$ cat src/common/imu_i2c_defs.svh
// IMU I2C link constants
`ifndef IMU_I2C_DEFS_SVH
`define IMU_I2C_DEFS_SVH

// 7-bit sensor address, SA0 tied low
`define IMU_I2C_DEV_ADDR 7'h6A

// OUT_TEMP_L, first register of the burst
`define IMU_I2C_REG_BURST_BASE 8'h20

// temp, gyro xyz, accel xyz as low/high pairs
`define IMU_I2C_BURST_BYTES 14

// i_clk cycles per quarter SCL period
`define IMU_I2C_QTR_CYCLES 4

`define IMU_I2C_BYTE_W 8

`endif
$ cat src/common/imu_i2c_pkg.sv
// IMU I2C shared types
`include "imu_i2c_defs.svh"

package imu_i2c_pkg;

	typedef enum logic [1:0] {
		LINK_START,
		LINK_STOP,
		LINK_WRITE,
		LINK_READ
	} link_op_t;

	typedef struct packed {
		link_op_t op;
		logic [`IMU_I2C_BYTE_W-1:0] data;
		logic send_ack; // read only, clear sends NACK
	} link_cmd_t;

	typedef struct packed {
		logic [`IMU_I2C_BYTE_W-1:0] data;
		logic ack_seen;
	} link_rsp_t;

	typedef enum logic {
		CPU_REG_READ,
		CPU_REG_WRITE
	} cpu_mode_t;

	typedef struct packed {
		logic start;
		cpu_mode_t mode;
		logic [7:0] reg_ptr;
		logic [7:0] wr_data;
	} cpu_req_t;

	// declared high to low so temp lands on bytes 0/1
	typedef struct packed {
		logic signed [15:0] accel_z;
		logic signed [15:0] accel_y;
		logic signed [15:0] accel_x;
		logic signed [15:0] gyro_z;
		logic signed [15:0] gyro_y;
		logic signed [15:0] gyro_x;
		logic signed [15:0] temp;
	} imu_sample_t;

	typedef union packed {
		logic [`IMU_I2C_BURST_BYTES-1:0][`IMU_I2C_BYTE_W-1:0] bytes; // byte 0 is reg 0x20
		imu_sample_t sample;
	} imu_burst_u;

	typedef struct packed {
		logic busy;
		logic done;
		logic nack;
	} imu_status_t;

endpackage

$ cat src/hw/imu_i2c_top.sv
// IMU I2C master top level
module imu_i2c_top (
	input  logic                      i_clk,
	input  logic                      i_rst_n,
	input  imu_i2c_pkg::cpu_req_t     i_req,
	input  logic                      i_drdy,
	input  logic                      i_sda,
	output logic                      o_scl_low,
	output logic                      o_sda_low,
	output imu_i2c_pkg::imu_sample_t  o_sample,
	output logic [7:0]                o_rd_byte,
	output imu_i2c_pkg::imu_status_t  o_status
);

	logic qtr_tick;
	logic link_active;
	logic link_done;
	logic cmd_valid;
	imu_i2c_pkg::link_cmd_t link_cmd;
	imu_i2c_pkg::link_rsp_t link_rsp;

	i2c_bit_timer u_bit_timer (
		.i_clk      (i_clk),
		.i_rst_n    (i_rst_n),
		.i_enable   (link_active),
		.o_qtr_tick (qtr_tick)
	);

	i2c_byte_engine u_byte_engine (
		.i_clk       (i_clk),
		.i_rst_n     (i_rst_n),
		.i_qtr_tick  (qtr_tick),
		.i_cmd_valid (cmd_valid),
		.i_cmd       (link_cmd),
		.o_done      (link_done),
		.o_rsp       (link_rsp),
		.o_active    (link_active),
		.o_scl_low   (o_scl_low),
		.o_sda_low   (o_sda_low),
		.i_sda       (i_sda)
	);

	imu_sequencer u_sequencer (
		.i_clk       (i_clk),
		.i_rst_n     (i_rst_n),
		.i_req       (i_req),
		.i_drdy      (i_drdy),
		.i_link_done (link_done),
		.i_link_rsp  (link_rsp),
		.o_cmd_valid (cmd_valid),
		.o_cmd       (link_cmd),
		.o_sample    (o_sample),
		.o_rd_byte   (o_rd_byte),
		.o_status    (o_status)
	);

endmodule

$ cat src/hw/imu_sequencer.sv
// IMU transaction sequencer
`include "imu_i2c_defs.svh"

module imu_sequencer (
	input  logic                      i_clk,
	input  logic                      i_rst_n,
	input  imu_i2c_pkg::cpu_req_t     i_req,
	input  logic                      i_drdy,
	input  logic                      i_link_done,
	input  imu_i2c_pkg::link_rsp_t    i_link_rsp,
	output logic                      o_cmd_valid,
	output imu_i2c_pkg::link_cmd_t    o_cmd,
	output imu_i2c_pkg::imu_sample_t  o_sample,
	output logic [7:0]                o_rd_byte,
	output imu_i2c_pkg::imu_status_t  o_status
);

	localparam int CNT_W = $clog2(`IMU_I2C_BURST_BYTES);

	typedef enum logic [3:0] {
		S_START1,
		S_ADDR_W,
		S_PTR,
		S_DATA,
		S_STOP1,
		S_START2,
		S_ADDR_R,
		S_READ,
		S_STOP_END
	} step_t;

	step_t st;
	step_t nxt_st;
	logic [CNT_W-1:0] rd_cnt;
	logic [CNT_W-1:0] nxt_cnt;
	logic [CNT_W-1:0] last_idx;
	logic busy_r;
	logic done_r;
	logic nack_r;
	logic cmd_valid_r;
	logic is_burst;
	logic ack_miss;
	logic job_start;
	logic step_adv;
	logic job_end;
	imu_i2c_pkg::cpu_mode_t mode_r;
	imu_i2c_pkg::link_cmd_t cmd_r;
	imu_i2c_pkg::link_cmd_t nxt_cmd;
	imu_i2c_pkg::imu_burst_u burst_r;
	logic [7:0] ptr_r;
	logic [7:0] wdata_r;

	assign job_start = !busy_r && (i_req.start || i_drdy);
	assign step_adv = busy_r && i_link_done && (st != S_STOP_END);
	assign job_end = busy_r && i_link_done && (st == S_STOP_END);
	assign last_idx = is_burst ? CNT_W'(`IMU_I2C_BURST_BYTES - 1) : '0;

	always_comb begin
		nxt_st = st;
		nxt_cnt = rd_cnt;
		ack_miss = 1'b0;
		case (st)
			S_START1: nxt_st = S_ADDR_W;
			S_ADDR_W: nxt_st = S_PTR;
			S_PTR: begin
				if (!is_burst && mode_r == imu_i2c_pkg::CPU_REG_WRITE) begin
					nxt_st = S_DATA;
				end else begin
					nxt_st = S_STOP1; // pointer set, restart for reading
				end
			end
			S_DATA:   nxt_st = S_STOP_END;
			S_STOP1:  nxt_st = S_START2;
			S_START2: nxt_st = S_ADDR_R;
			S_ADDR_R: begin
				nxt_st = S_READ;
				nxt_cnt = '0;
			end
			S_READ: begin
				if (rd_cnt == last_idx) begin
					nxt_st = S_STOP_END;
				end else begin
					nxt_cnt = rd_cnt + 1'b1;
				end
			end
			default: nxt_st = S_STOP_END;
		endcase
		if ((st inside {S_ADDR_W, S_PTR, S_DATA, S_ADDR_R}) && !i_link_rsp.ack_seen) begin
			ack_miss = 1'b1;
			nxt_st = S_STOP_END; // abort with stop
		end
	end

	always_comb begin
		nxt_cmd.op = imu_i2c_pkg::LINK_WRITE;
		nxt_cmd.data = '0;
		nxt_cmd.send_ack = 1'b0;
		case (nxt_st)
			S_START1, S_START2: nxt_cmd.op = imu_i2c_pkg::LINK_START;
			S_STOP1, S_STOP_END: nxt_cmd.op = imu_i2c_pkg::LINK_STOP;
			S_ADDR_W: nxt_cmd.data = {`IMU_I2C_DEV_ADDR, 1'b0};
			S_ADDR_R: nxt_cmd.data = {`IMU_I2C_DEV_ADDR, 1'b1};
			S_PTR:    nxt_cmd.data = ptr_r;
			S_DATA:   nxt_cmd.data = wdata_r;
			default: begin
				nxt_cmd.op = imu_i2c_pkg::LINK_READ;
				nxt_cmd.send_ack = (nxt_cnt != last_idx); // nack the final byte
			end
		endcase
	end

	always_ff @(posedge i_clk or negedge i_rst_n) begin
		if (!i_rst_n) begin
			busy_r <= 1'b0;
			done_r <= 1'b0;
			nack_r <= 1'b0;
			cmd_valid_r <= 1'b0;
			st <= S_START1;
			rd_cnt <= '0;
			is_burst <= 1'b0;
			mode_r <= imu_i2c_pkg::CPU_REG_READ;
			o_sample <= '0;
			o_rd_byte <= '0;
		end else begin
			cmd_valid_r <= job_start || step_adv;
			done_r <= job_end;
			if (job_start) begin
				busy_r <= 1'b1;
				nack_r <= 1'b0;
				st <= S_START1;
				is_burst <= !i_req.start; // cpu request has priority
				mode_r <= i_req.mode;
			end else if (step_adv) begin
				st <= nxt_st;
				rd_cnt <= nxt_cnt;
				if (ack_miss) begin
					nack_r <= 1'b1;
				end
			end else if (job_end) begin
				busy_r <= 1'b0;
				if (!nack_r && is_burst) begin
					o_sample <= burst_r.sample;
				end else if (!nack_r && mode_r == imu_i2c_pkg::CPU_REG_READ) begin
					o_rd_byte <= burst_r.bytes[0];
				end
			end
		end
	end

	always_ff @(posedge i_clk) begin
		if (job_start) begin
			cmd_r <= '{imu_i2c_pkg::LINK_START, 8'h00, 1'b0};
			ptr_r <= i_req.start ? i_req.reg_ptr : `IMU_I2C_REG_BURST_BASE;
			wdata_r <= i_req.wr_data;
		end else if (step_adv) begin
			cmd_r <= nxt_cmd;
		end
		if (busy_r && i_link_done && st == S_READ) begin
			burst_r.bytes[rd_cnt] <= i_link_rsp.data;
		end
	end

	assign o_cmd_valid = cmd_valid_r;
	assign o_cmd = cmd_r;
	assign o_status.busy = busy_r;
	assign o_status.done = done_r;
	assign o_status.nack = nack_r;

	a_done_is_idle: assert property (@(posedge i_clk) disable iff (!i_rst_n)
		done_r |-> !cmd_valid_r && !busy_r);

endmodule

$ cat src/i2c_link/i2c_byte_engine.sv
// I2C byte engine
`include "imu_i2c_defs.svh"

module i2c_byte_engine (
	input  logic                    i_clk,
	input  logic                    i_rst_n,
	input  logic                    i_qtr_tick,
	input  logic                    i_cmd_valid,
	input  imu_i2c_pkg::link_cmd_t  i_cmd,
	output logic                    o_done,
	output imu_i2c_pkg::link_rsp_t  o_rsp,
	output logic                    o_active,
	output logic                    o_scl_low,
	output logic                    o_sda_low,
	input  logic                    i_sda
);

	localparam int BW = `IMU_I2C_BYTE_W;
	localparam int BYTE_STEPS = 4 * (BW + 1); // data bits plus ack bit
	localparam int STEP_W = $clog2(BYTE_STEPS);

	imu_i2c_pkg::link_op_t op_r;
	logic [STEP_W-1:0] step;
	logic [STEP_W-1:0] nstep;
	logic [STEP_W-3:0] nbit;
	logic [BW-1:0] shreg;
	logic send_ack_r;
	logic ack_r;
	logic active;
	logic scl_low;
	logic sda_low;
	logic is_byte;
	logic last_step;
	logic next_bit_low;

	assign nstep = step + 1'b1;
	assign nbit = nstep[STEP_W-1:2];
	assign is_byte = (op_r == imu_i2c_pkg::LINK_WRITE) || (op_r == imu_i2c_pkg::LINK_READ);
	assign last_step = is_byte ? (step == STEP_W'(BYTE_STEPS - 1)) : (step == STEP_W'(3));
	assign o_done = active && i_qtr_tick && last_step;

	// sda level for the low phase of the next bit
	always_comb begin
		if (nbit < (STEP_W-2)'(BW)) begin
			next_bit_low = (op_r == imu_i2c_pkg::LINK_WRITE) && !shreg[BW-1];
		end else begin
			next_bit_low = (op_r == imu_i2c_pkg::LINK_READ) && send_ack_r; // master ack slot
		end
	end

	always_ff @(posedge i_clk or negedge i_rst_n) begin
		if (!i_rst_n) begin
			active <= 1'b0;
			step <= '0;
			op_r <= imu_i2c_pkg::LINK_STOP;
			scl_low <= 1'b0;
			sda_low <= 1'b0;
		end else if (i_cmd_valid) begin
			active <= 1'b1;
			step <= '0;
			op_r <= i_cmd.op;
			case (i_cmd.op)
				imu_i2c_pkg::LINK_STOP:  sda_low <= 1'b1; // scl is low here
				imu_i2c_pkg::LINK_WRITE: sda_low <= !i_cmd.data[BW-1];
				default:                 sda_low <= 1'b0; // start releases first
			endcase
		end else if (active && i_qtr_tick) begin
			if (last_step) begin
				active <= 1'b0;
			end else begin
				step <= nstep;
				case (nstep[1:0])
					2'd0: sda_low <= next_bit_low;
					2'd1: scl_low <= 1'b0;
					2'd2: begin
						if (op_r == imu_i2c_pkg::LINK_START) begin
							sda_low <= 1'b1; // start condition
						end else if (op_r == imu_i2c_pkg::LINK_STOP) begin
							sda_low <= 1'b0; // stop condition
						end
					end
					default: begin
						if (op_r != imu_i2c_pkg::LINK_STOP) begin
							scl_low <= 1'b1;
						end
					end
				endcase
			end
		end
	end

	// shift at mid-high, ack slot last
	always_ff @(posedge i_clk) begin
		if (i_cmd_valid) begin
			shreg <= i_cmd.data;
			send_ack_r <= i_cmd.send_ack;
		end else if (active && i_qtr_tick && !last_step && is_byte && nstep[1:0] == 2'd2) begin
			if (nbit < (STEP_W-2)'(BW)) begin
				shreg <= {shreg[BW-2:0], i_sda};
			end else begin
				ack_r <= !i_sda;
			end
		end
	end

	assign o_rsp.data = shreg;
	assign o_rsp.ack_seen = ack_r;
	assign o_active = active;
	assign o_scl_low = scl_low;
	assign o_sda_low = sda_low;

	// sequencer waits for done before the next command
	a_cmd_when_idle: assert property (@(posedge i_clk) disable iff (!i_rst_n)
		i_cmd_valid |-> !active || o_done);

	// sda only moves under a released scl for start or stop
	a_sda_stable_high: assert property (@(posedge i_clk) disable iff (!i_rst_n)
		(!scl_low && $stable(scl_low) && $changed(sda_low))
			|-> (op_r inside {imu_i2c_pkg::LINK_START, imu_i2c_pkg::LINK_STOP}));

endmodule

$ cat src/i2c_link/i2c_bit_timer.sv
// I2C quarter-bit tick generator
`include "imu_i2c_defs.svh"

module i2c_bit_timer #(
	parameter int unsigned QTR_CYCLES = `IMU_I2C_QTR_CYCLES
) (
	input  logic i_clk,
	input  logic i_rst_n,
	input  logic i_enable,
	output logic o_qtr_tick
);

	localparam int CNT_W = $clog2(QTR_CYCLES + 1);
	localparam logic [CNT_W-1:0] CNT_LAST = CNT_W'(QTR_CYCLES - 1);

	logic [CNT_W-1:0] cnt;

	always_ff @(posedge i_clk or negedge i_rst_n) begin
		if (!i_rst_n) begin
			cnt <= '0;
		end else if (!i_enable) begin
			cnt <= '0; // parked so the first tick is a full quarter away
		end else if (cnt == CNT_LAST) begin
			cnt <= '0;
		end else begin
			cnt <= cnt + 1'b1;
		end
	end

	assign o_qtr_tick = i_enable && (cnt == CNT_LAST);

endmodule

$ cat config.mk
export PLATFORM = sky130hd
export DESIGN_NAME = imu_i2c_top
export DESIGN_NICKNAME = d
export VERILOG_FILES = /design/src/common/imu_i2c_pkg.sv /design/src/hw/imu_i2c_top.sv /design/src/hw/imu_sequencer.sv /design/src/i2c_link/i2c_byte_engine.sv /design/src/i2c_link/i2c_bit_timer.sv
export VERILOG_INCLUDE_DIRS = /design/src /design/src/common
export SDC_FILE = /design/constraint.sdc
export NUM_CORES = 1
export LEC_CHECK = 0
export BUFFER_PORTS_ARGS = -buffer_cell sky130_fd_sc_hd__buf_2
export CORE_ASPECT_RATIO = 1.4
export CORE_UTILIZATION = 64
export CTS_BUF_LIST = sky130_fd_sc_hd__clkbuf_8
export DETAILED_ROUTE_END_ITERATION = 12
export PLACE_DENSITY_LB_ADDON = 0.25
export SYNTH_ARGS = -nofsm -noshare
export SYNTH_HDL_FRONTEND = slang
export SYNTH_SLANG_ARGS = --single-unit
$ cat constraint.sdc
create_clock -name i_clk -period 5.8 [get_ports i_clk]
set_input_delay 0.87 -clock i_clk [delete_from_list [all_inputs] [get_ports i_clk]]
set_output_delay 0.87 -clock i_clk [all_outputs]
set_load 0.05 [all_outputs]
### Word-level counts from Yosys, hierarchy flattened

Cells that the tools add are included.

| word-level totals | value |
|---|---|
| register bits | 297 |
| bits of input ports | 22 |
| logic and storage cells | 181 |

| cells by class | value |
|---|---|
| equality and inequality tests | 32 |
| order comparisons | 3 |
| multiplexer cells | 44 |
| bitwise logic cells | 8 |
| reduce and logical (&&, ||, !) cells | 60 |
| add/sub/neg operators | 3 |

Operator list:

| cell | number |
|---|---|
| $bwmux W112 | 1 |
| $demux W8 S4 | 1 |
| $mux W8 | 4 |
| $pmux W8 S4 | 1 |
| $eq A4 B3 Y1 const B | 7 |
| $pmux W4 S7 | 1 |
| $mux W4 | 6 |
| $mux W1 | 19 |
| $logic_and A1 B1 Y1 | 18 |
| $mux W6 | 3 |
| $eq A4 B2 Y1 const B | 4 |
| $reduce_bool A2 Y1 | 8 |
| $reduce_and A2 Y1 | 6 |
| $reduce_and A5 Y1 | 2 |
| $logic_not A1 Y1 | 9 |
| $mux W3 | 3 |
| $eq A2 B2 Y1 const B | 4 |
| $eq A4 B1 Y1 const B | 2 |
| $eq A4 B4 Y1 const B | 2 |
| $logic_not A4 Y1 | 2 |
| $not A1 Y1 | 8 |
| $pmux W4 S2 | 1 |
| $reduce_and A4 Y1 | 2 |
| $reduce_or A8 Y1 | 1 |
| 24 further kinds | 35 |

### Longest topological paths before layout

Gate-level depths: netlist (run 1).

| logic depth | value |
|---|---|
| word-level depth | 9 |
| depth in mapped cells | 9 |
| mapped depth without buffers | 7 |

### Cells and area by module

Synthesis (run 1) repeated with hierarchy kept, for this count alone.

| unflattened totals | value |
|---|---|
| cell total of the unflattened synthesis | 707 |
| area total of the unflattened synthesis | 11379.7 um^2 |

By module, submodules not included:

| module | cells an instance | area each (um^2) | instances |
|---|---|---|---|
| imu_sequencer | 596 | 10095.9 | 1 |
| i2c_byte_engine | 100 | 1148.6 | 1 |
| i2c_bit_timer | 11 | 135.1 | 1 |

### Least setup slack after synthesis (run 1)

OpenSTA, ideal clock, no wires.

| path | value |
|---|---|
| path type | flip-flop to flip-flop |
| start point | register u_byte_engine.step[1] |
| end point | register u_sequencer.burst_r[0] (netlist name) (enable) |
| clock period less this slack | 2.708 ns |
| setup time | 0.383 ns |
| cell stages (with the launch flop) | 8 |
| required time | 5.417 ns |
| setup slack | 3.092 ns |
| arrival time | 2.324 ns |
| path through | dfrtp_1 -> ha_1 -> or4b_4 -> nor3b_2 -> nand2_1 -> nor2_1 -> nand2_1 -> nor3_1 |

| between the ends | value |
|---|---|
| cells in the longest elaborated chain, start to end | 5 |
| elaborated cells between the ends (all ways) | 6 |
| those cells by class | eq/ne (2); mux (1); reduce/logical (3) |

RTL lines:

| element | RTL line | source |
|---|---|---|
| start, declared | i2c_byte_engine.sv:23 | `logic [STEP_W-1:0] step;` |
| start signal, assigned | i2c_byte_engine.sv:71 | `step <= nstep;` |
| $eq A6 B2 Y1 or $eq A6 B6 Y1 (tied branches) | i2c_byte_engine.sv:39 | `assign last_step = is_byte ? (step == STEP_W'(BYTE_STEPS - 1)) : (step == STEP_W'(3));` |
| $mux W1 (*) | i2c_byte_engine.sv:39 |  |
| $logic_and A1 B1 Y1 (*) | i2c_byte_engine.sv:40 | `assign o_done = active && i_qtr_tick && last_step;` |
| $logic_and A1 B1 Y1 (*) (2 in series) | imu_sequencer.sv:158 | `if (busy_r && i_link_done && st == S_READ) begin` |
| end, declared | imu_sequencer.sv:49 | `imu_i2c_pkg::imu_burst_u burst_r;` |

Every way passes the cells marked *; elsewhere a longest branch is shown, timed or not.
A chain may end at the register's enable or synchronous reset.

### Worst setup path in the final report (run 1)

| path | value |
|---|---|
| start point | register u_byte_engine.step[0] |
| end point | register, netlist name u_sequencer.o_sample[63] |

| between the ends | value |
|---|---|
| elaborated cells between the ends (all ways) | 9 |
| those cells by class | eq/ne (2); mux (1); bitwise (1); reduce/logical (5) |

RTL lines:

| element | RTL line | source |
|---|---|---|
| $eq A6 B2 Y1 or $eq A6 B6 Y1 (tied branches) | i2c_byte_engine.sv:39 |  |
| $mux W1 (*) | i2c_byte_engine.sv:39 |  |
| $logic_and A1 B1 Y1 (*) | i2c_byte_engine.sv:40 |  |
| $logic_and A1 B1 Y1 (*) (2 in series) | imu_sequencer.sv:55 | `assign job_end = busy_r && i_link_done && (st == S_STOP_END);` |
| net u_sequencer.job_end | imu_sequencer.sv:45 | `logic job_end;` |
| $reduce_and A4 Y1 (no line) (*) | -- |  |

The timed path passes the listed nets; every way through them passes the cells marked *.

==> results of run 1 <==
[worst max-delay path, cell delays in order, from the launching register on]
cell and delay [ps]:
dfrtp_1 510, ha_1 240, or4b_4 480, nor3b_2 430, nand2_1 180, nor2_4 230, nand3_4 480, buf_12 460
mux2_4 380
[logic make-up (layout without fill, tap and decap cells)]
logic type	count (synthesis)	count (layout)	synth area share, %
AND/OR/NAND/NOR	137	137	6.267
XOR/XNOR	8	8	0.6083
AO/OA/AOI/OAI	64	64	3.639
flip-flops	297	297	70.04
multiplexers	139	139	16.07
buffers and inverters	48	240	2.281
adder cells (fa/ha/maj)	10	10	1.086
[cell type report]
cell class / count / area, µm² / area share, %
Sequential cell: 297 / 8069 / 61.35
Multi-Input combinational cell: 358 / 3196 / 24.30
Timing Repair Buffer: 149 / 772.0 / 5.869
Clock buffer: 46 / 633.1 / 4.814
Tap cell: 236 / 295.3 / 2.245
Clock inverter: 30 / 131.4 / 0.9989
Inverter: 15 / 56.30 / 0.4281
[sequential cells by signal, indices dropped and copies added, names as in the netlist, 6 cells and up]
| register | cells |
|---|---|
| u_byte_engine.shreg | 8 |
| u_byte_engine.step | 6 |
| u_sequencer.burst_r | 112 |
| u_sequencer.o_cmd | 11 |
| u_sequencer.o_rd_byte | 8 |
| u_sequencer.o_sample | 112 |
| u_sequencer.ptr_r | 8 |
| u_sequencer.wdata_r | 8 |
[placed cells by master, fill, tap and decap left out, types with 10 or more instances in the layout]
cell type and instances:
ha_1 10, dfrtp_1 147, edfxtp_1 138, nor2_1 32, nand2b_1 11, clkinv_2 11
mux2_4 80, and2_1 10, mux2i_1 11, o21ai_0 15, inv_1 31, buf_2 145
dfxtp_1 11, clkbuf_8 46, nand3_1 19, mux2_2 48, nand2_1 25, nor3_1 12
[worst max path at each step]
stage | to | slack, ps
3_5_place_dp | u_sequencer.o_sample[77]$_DFFE_PN0P_ | 2090
4_1_cts | u_sequencer.o_sample[63]$_DFFE_PN0P_ | 2230
3_3_place_gp | u_sequencer.o_sample[77]$_DFFE_PN0P_ | 2220
6_report | u_sequencer.o_sample[63]$_DFFE_PN0P_ | 2180
2_1_floorplan | u_sequencer.burst_r[0]$_DFFE_PP_ | 3090
5_1_grt | u_sequencer.o_sample[6]$_DFFE_PN0P_ | 2010
[per-stage QoR]
step	std cells	util [%]	hold slack, ps
finish	1131	75.27	345.2
detailed placement	1055	70.90	440.0
CTS	1131	75.27	366.3
global placement	1055	70.90	426.4
floorplan	703	-	408.1
global route	1131	75.27	393.1
[power by group]
part / total (mW) / switching, mW / leakage (nW) / internal (mW)
combinational: 0.0303 / 0.0231 / 2.52 / 0.00719
clock: 1.47 / 0.738 / 0.467 / 0.735
sequential: 2.19 / 0 / 3.33 / 2.19
[metal layers]
layer | up-vias | share of wire, %
met4 | 0 | 4.0
met3 | 55 | 4.9
met5 | - | 0
met1 | 3129 | 38
met2 | 202 | 53
li1 | 2903 | -
==> impl_results.md, run 1 <==
- Arr. time, crit path: 4020 ps
- Detailed placement HPWL: 14.97 mm
- Synthesized cell area: 11520 µm²
- Vias post-DR: 6289
- Required time of the critical path: 6200 ps
- Cell taking the most area after synthesis: edfxtp_1
- Most used DFF post-synth: dfrtp_1
- Grt ovf: 0
- Fmax: 276.6 MHz
- Initial Util: between 60% and 70%
- Detailed-route vias per instance: roughly 5.6
- Post-route design area: ~13000 µm²
- Placement Setup Slack: between 2000 and 2500 ps
- Final Power: 3.694 mW
- Slew Limit Fails: 0
- Pwr dens: 280.8 nW/µm²
- Vias in the first global route: between 6000 and 7000
- CP Max Fanout: 76
- Post-cts sizing count: 0
- Layout area overhead: 14.17%
- Hold buffers post-CTS: 0
- Max_cap viols: 0
- RSZ-0062 raised after global routing: no
- Critical Path Start: u_byte_engine.step[0]$_DFFE_PN0P_
- Setup ws final: about 2200 ps
- TritonCTS Buffers: 42
- Relative slew slack: 22.49%
- Clock-pin slew on the worst setup and hold paths: 60 ps
- DP Area: roughly 12000 µm²
- Antenna diodes: 0
- Critical path class: reg2reg
- H-tree depth: 2
- CP Launch Type: flop
- Top-count cell post-synth: dfrtp_1
- Most common library cells after synthesis: dfrtp_1 (147), edfxtp_1 (138), mux2_4 (80)
- Worst slew pin tran: 1154 ps
- Post-synth cell types: 58
- Deepest clock path buffer count: 3
- CTS tree: done
- Antenna violations before repair: 0
- Top cells by area, synth: edfxtp_1 (36%), dfrtp_1 (32%), mux2_4 (10%)
- Global Route Usage Sum: 25.34%
- Die Wd: 115.4 µm
- Core region area: 17470 µm²
- Worst R2R Path Depth: 8
- Clock period minus worst slack: 3615 ps
- Ratio of cells with drive above 1 in the final layout: 38.21%
- Die area: between 15000 and 20000 µm²
- Clock Latency Late Sink: 540 ps
- Setup Buffers After CTS: 0
- Syn Inst Count: 703
- Ys async rst share: 49.83%
- Reg-to-Reg Start: u_byte_engine.step[0]$_DFFE_PN0P_
- Hold crit path type: in2async
- Nets: 895
- Chip height: 160.7 µm
- Global-route track usage on met1: 30.34%
- Total negative setup slack: 0 ps
- Worst setup EP type: flop
- R2r setup slk: 2180 ps
- Mean routed wirelength per cell: 19.63 µm
- Number of port buffers: 146
- Leakage Power: 6.319 nW
- Initial DRC Count: ~320
- Clock skew: about 30 ps
- Gr busiest metal: met2
- Outcome: finished clean
- Post-route ant nets: 0
- R2r endpoint: u_sequencer.o_sample[63]$_DFFE_PN0P_
- Fin crit share: between 60 and 70%
- First-pass GRT wire length: 35.01 mm
- # DRC: 0
- Row count: 57
- Largest net degree at the start of global routing: 79
- Synth Warn #: 0
- Clock sink total: between 200 and 300
- Clock Root Buffer: clkbuf_8
- #FFs+latches synth: 297
- Post-synth top area share: 35.97%
- Sequential area share after synthesis: 70.04%
- Grt met2 use: 44.07%
- Max VDD drop: 170.9 µV
- RePlAce Congestion: 0.8000
- Pre-antenna DRT Iters: 5
- Post-synth EDFFs: 138
- # IOs: 147
- Final hold violations: 0
- Post-synthesis area per instance: 16.39 µm²
- GR met3 Demand/Resource: 4.415%
- Filler instances: 1041
- Count of final setup violators: 0
- Post-synthesis net count: 735
- Final WL: roughly 22 mm
(Power assumes the default switching activity.)
==> run 2: changes to the inputs <==
Settings changed: ABC_AREA set to 1, CORE_UTILIZATION 64 to 60.
Clock period 5.8 ns to 3.66 ns, I/O delays scaled along.
==> impl_results.md, run 2 <==
- Fin crit share: 70.50% (+8.2 points)
- R2r endpoint: u_sequencer.burst_r[5]$_DFFE_PP_
- Worst setup EP type: flop
- Clock-pin slew on the worst setup and hold paths: 60 ps (about the same)
- Grt met2 use: 41.82% (-2.2 points)
- Clock Root Buffer: clkbuf_8
- Clock sink total: 297 (unchanged)
- Hold crit path type: in2async
- Fmax: 387.5 MHz (+40%)
- Pwr dens: 461.5 nW/µm² (+64%)
- Outcome: finished with violations
- Failing checks: negative hold slack
- Top cells by area, synth: edfxtp_1 (36%), dfrtp_1 (32%), nand2_1 (7.7%)
- Ys async rst share: 49.83% (unchanged)
- GR met3 Demand/Resource: 3.812% (-0.60 points)
- Pre-antenna DRT Iters: 7 (+2)
- Layout area overhead: 14.90%
- Finished Core Util: 70.43% (-4.8 points)
- Die area: 19570 µm² (+5.5%)
- R2r setup slk: 1080 ps (-1100 ps)
- Setup Buffers After CTS: 0 (unchanged)
- Synthesized cell area: 11400 µm² (-1.0%)
- CP Max Fanout: 8 (-89%)
- Vias post-DR: 7424 (+18%)
- Post-synth EDFFs: 138 (unchanged)
- Clock Latency Late Sink: 540 ps (about the same)
- Final Hold Slack: -1.421 ps (-346.6 ps)
- Commonest non-fill, non-tap cell in the layout: nand2_1
- Reg-to-Reg Start: u_byte_engine.step[0]$_DFFE_PN0P_
- Clock skew: 14.30 ps (-16.05 ps)
- Post-synth cell types: 41 (-29%)
- Post-cts sizing count: 0 (unchanged)
- Row count: 59 (+3.5%)
- Cell taking the most area after synthesis: edfxtp_1
- First-pass GRT wire length: 35.61 mm (+1.7%)
- # IOs: 147 (unchanged)
- #FFs+latches synth: 297 (unchanged)
- Required time of the critical path: 3820 ps (-2380 ps)
- Count of final setup violators: 0 (unchanged)
- Sequential area share after synthesis: 70.77% (+0.72 points)
- Top-count cell post-synth: nand2_1
- Max VDD drop: 365.8 µV (+110%)
- Synth Warn #: 0 (unchanged)
- Max_cap viols: 0 (unchanged)
- Worst slew pin tran: 917.1 ps (-236.7 ps)
- Detailed placement HPWL: 14.57 mm (-2.7%)
- Detailed-route vias per instance: 5.124 (-7.9%)
- Final WL: 22.44 mm (+1.1%)
- Vias in the first global route: 7150 (+10%)
- Initial DRC Count: 588 (+86%)
- Critical Path Start: u_byte_engine.step[0]$_DFFE_PN0P_
- Relative slew slack: 38.86% (+16 points)
- Nets: 1204 (+35%)
- Hold buffers post-CTS: 0 (unchanged)
- H-tree depth: 2 (unchanged)
- Post-route ant nets: 0 (unchanged)
- Largest net degree at the start of global routing: 225 (+180%)
- TritonCTS Buffers: 42 (unchanged)
- Post-synthesis net count: 1048 (+43%)
- Antenna violations before repair: 0 (unchanged)
- Syn Inst Count: 1016 (+45%)
- Mean routed wirelength per cell: 15.49 µm (-21%)
- Leakage Power: 6.501 nW (+2.9%)
- Worst setup path end: u_sequencer.burst_r[5]$_DFFE_PP_
- Global-route track usage on met1: 29.20% (-1.1 points)
- Number of port buffers: 146 (unchanged)
- RePlAce Congestion: 0.9403 (+18%)
- Ratio of cells with drive above 1 in the final layout: 19.34% (-19 points)
- Die Wd: 118.5 µm (+2.7%)
- # DRC: 0 (unchanged)
- Worst R2R Path Depth: 9 (+1)
- Slew Limit Fails: 0 (unchanged)
- Core region area: 18600 µm² (+6.5%)
- Most frequent cells in the layout: nand2_1 (235), inv_1 (176), dfrtp_1 (147)
- Placed instance count: 1372 (+30%)
- RSZ-0062 raised after global routing: no
- Critical path class: reg2reg
- Grt ovf: 0 (unchanged)
- Global Route Usage Sum: 23.58% (-1.8 points)
- Post-synthesis area per instance: 11.22 µm² (-32%)
- Clock period minus worst slack: 2580 ps (-1035 ps)
- CTS tree: done
- Chip height: 165.1 µm (+2.7%)
- Deepest clock path buffer count: 3 (unchanged)
- Final hold violations: 1 (+1)
- Final Instance Count excl. Fillers: 1449 (+28%)
- Arr. time, crit path: 2740 ps (-1280 ps)
- Initial Util: 61.29% (-4.6 points)
- Filler instances: 1398 (+34%)
- Most used DFF post-synth: dfrtp_1
- Total negative setup slack: 0 ps (unchanged)
- CP Launch Type: flop
- Gr busiest metal: met2
- Post-synth top area share: 36.34% (+0.37 points)
- Most common library cells after synthesis: nand2_1 (235), inv_1 (162), dfrtp_1 (147)
- Antenna diodes: 0 (unchanged)
-- run 2: cell count changes after synthesis, moves of 11 or more --
| cell | previous run | this run |
|---|---|---|
| nand2_1 | 25 | 235 |
| inv_1 | 15 | 162 |
| o21ai_1 | 2 | 112 |
| mux2_4 | 80 | 0 |
| mux2_2 | 48 | 0 |
| nand3_1 | 19 | 36 |
| o21ai_0 | 15 | 30 |
| buf_2 | 3 | 14 |
| mux2i_1 | 11 | 0 |
| nand2b_1 | 11 | 0 |
-- run 2: worst min path at each step --
stage,depth (start not counted),from,to,slack [ps]
detailed placement,0,u_sequencer.o_cmd[0]$_SDFFE_PP0P_,u_byte_engine.send_ack_r$_DFFE_PP_,420
finish,1,i_rst_n,u_sequencer.o_sample[16]$_DFFE_PN0P_,-1
global route,1,i_rst_n,u_sequencer.o_sample[16]$_DFFE_PN0P_,80
CTS,1,i_rst_n,u_sequencer.o_sample[16]$_DFFE_PN0P_,50
floorplan,0,i_rst_n,u_bit_timer.cnt[0]$_DFF_PN0_,250
global placement,1,u_bit_timer.cnt[0]$_DFF_PN0_,u_bit_timer.cnt[0]$_DFF_PN0_,420
-- run 2: layer usage --
metal  share of wire (%)  vias up
met2                  52      212
met5                   0        -
met1                  41     3539
met4                 2.7        0
met3                 4.4       45
li1                    -     3628
-- run 2: cell families (layout without fill, tap and decap cells) --
family	after synthesis	in the layout	synth area share, %
compound gates	166	166	7.659
fa+ha+maj	10	10	1.097
simple gates	332	332	12.58
xor+xnor	4	4	0.3073
buf+inv	207	396	7.594
flops	297	297	70.77
-- run 2: metrics by stage --
stage	area [µm²]	worst slack (ps)	total power, mW
finish	13100	1080	6.046
global route	13100	885.4	6.254
detailed placement	12260	1044	3.591
CTS	13100	1039	6.093
global placement	12260	1160	3.589
floorplan	11400	1439	3.542
-- run 2: final cells by class --
type	count	area, µm²	share of cell area [%]
Timing Repair Buffer	149	784.5	5.988
Inverter	170	638.1	4.871
Clock inverter	32	217.7	1.662
Sequential cell	297	8069	61.59
Tap cell	244	305.3	2.330
Clock buffer	45	619.3	4.727
Multi-Input combinational cell	512	2467	18.83
-- run 2: power by group --
part | internal, mW | switching (mW)
Sequential | 3.47 | 0
Clock | 1.36 | 1.17
Combinational | 0.0122 | 0.0378
Total | 4.84 | 1.21
-- run 2: worst max-delay path: stages, from the launching register on --
cell and delay (ps):
dfrtp_1 450, ha_1 230, nand3_1 100, nor3_2 190, nand2_1 80, inv_2 90
nand2_4 80, inv_1 120, nand3_1 270, nor2_1 590
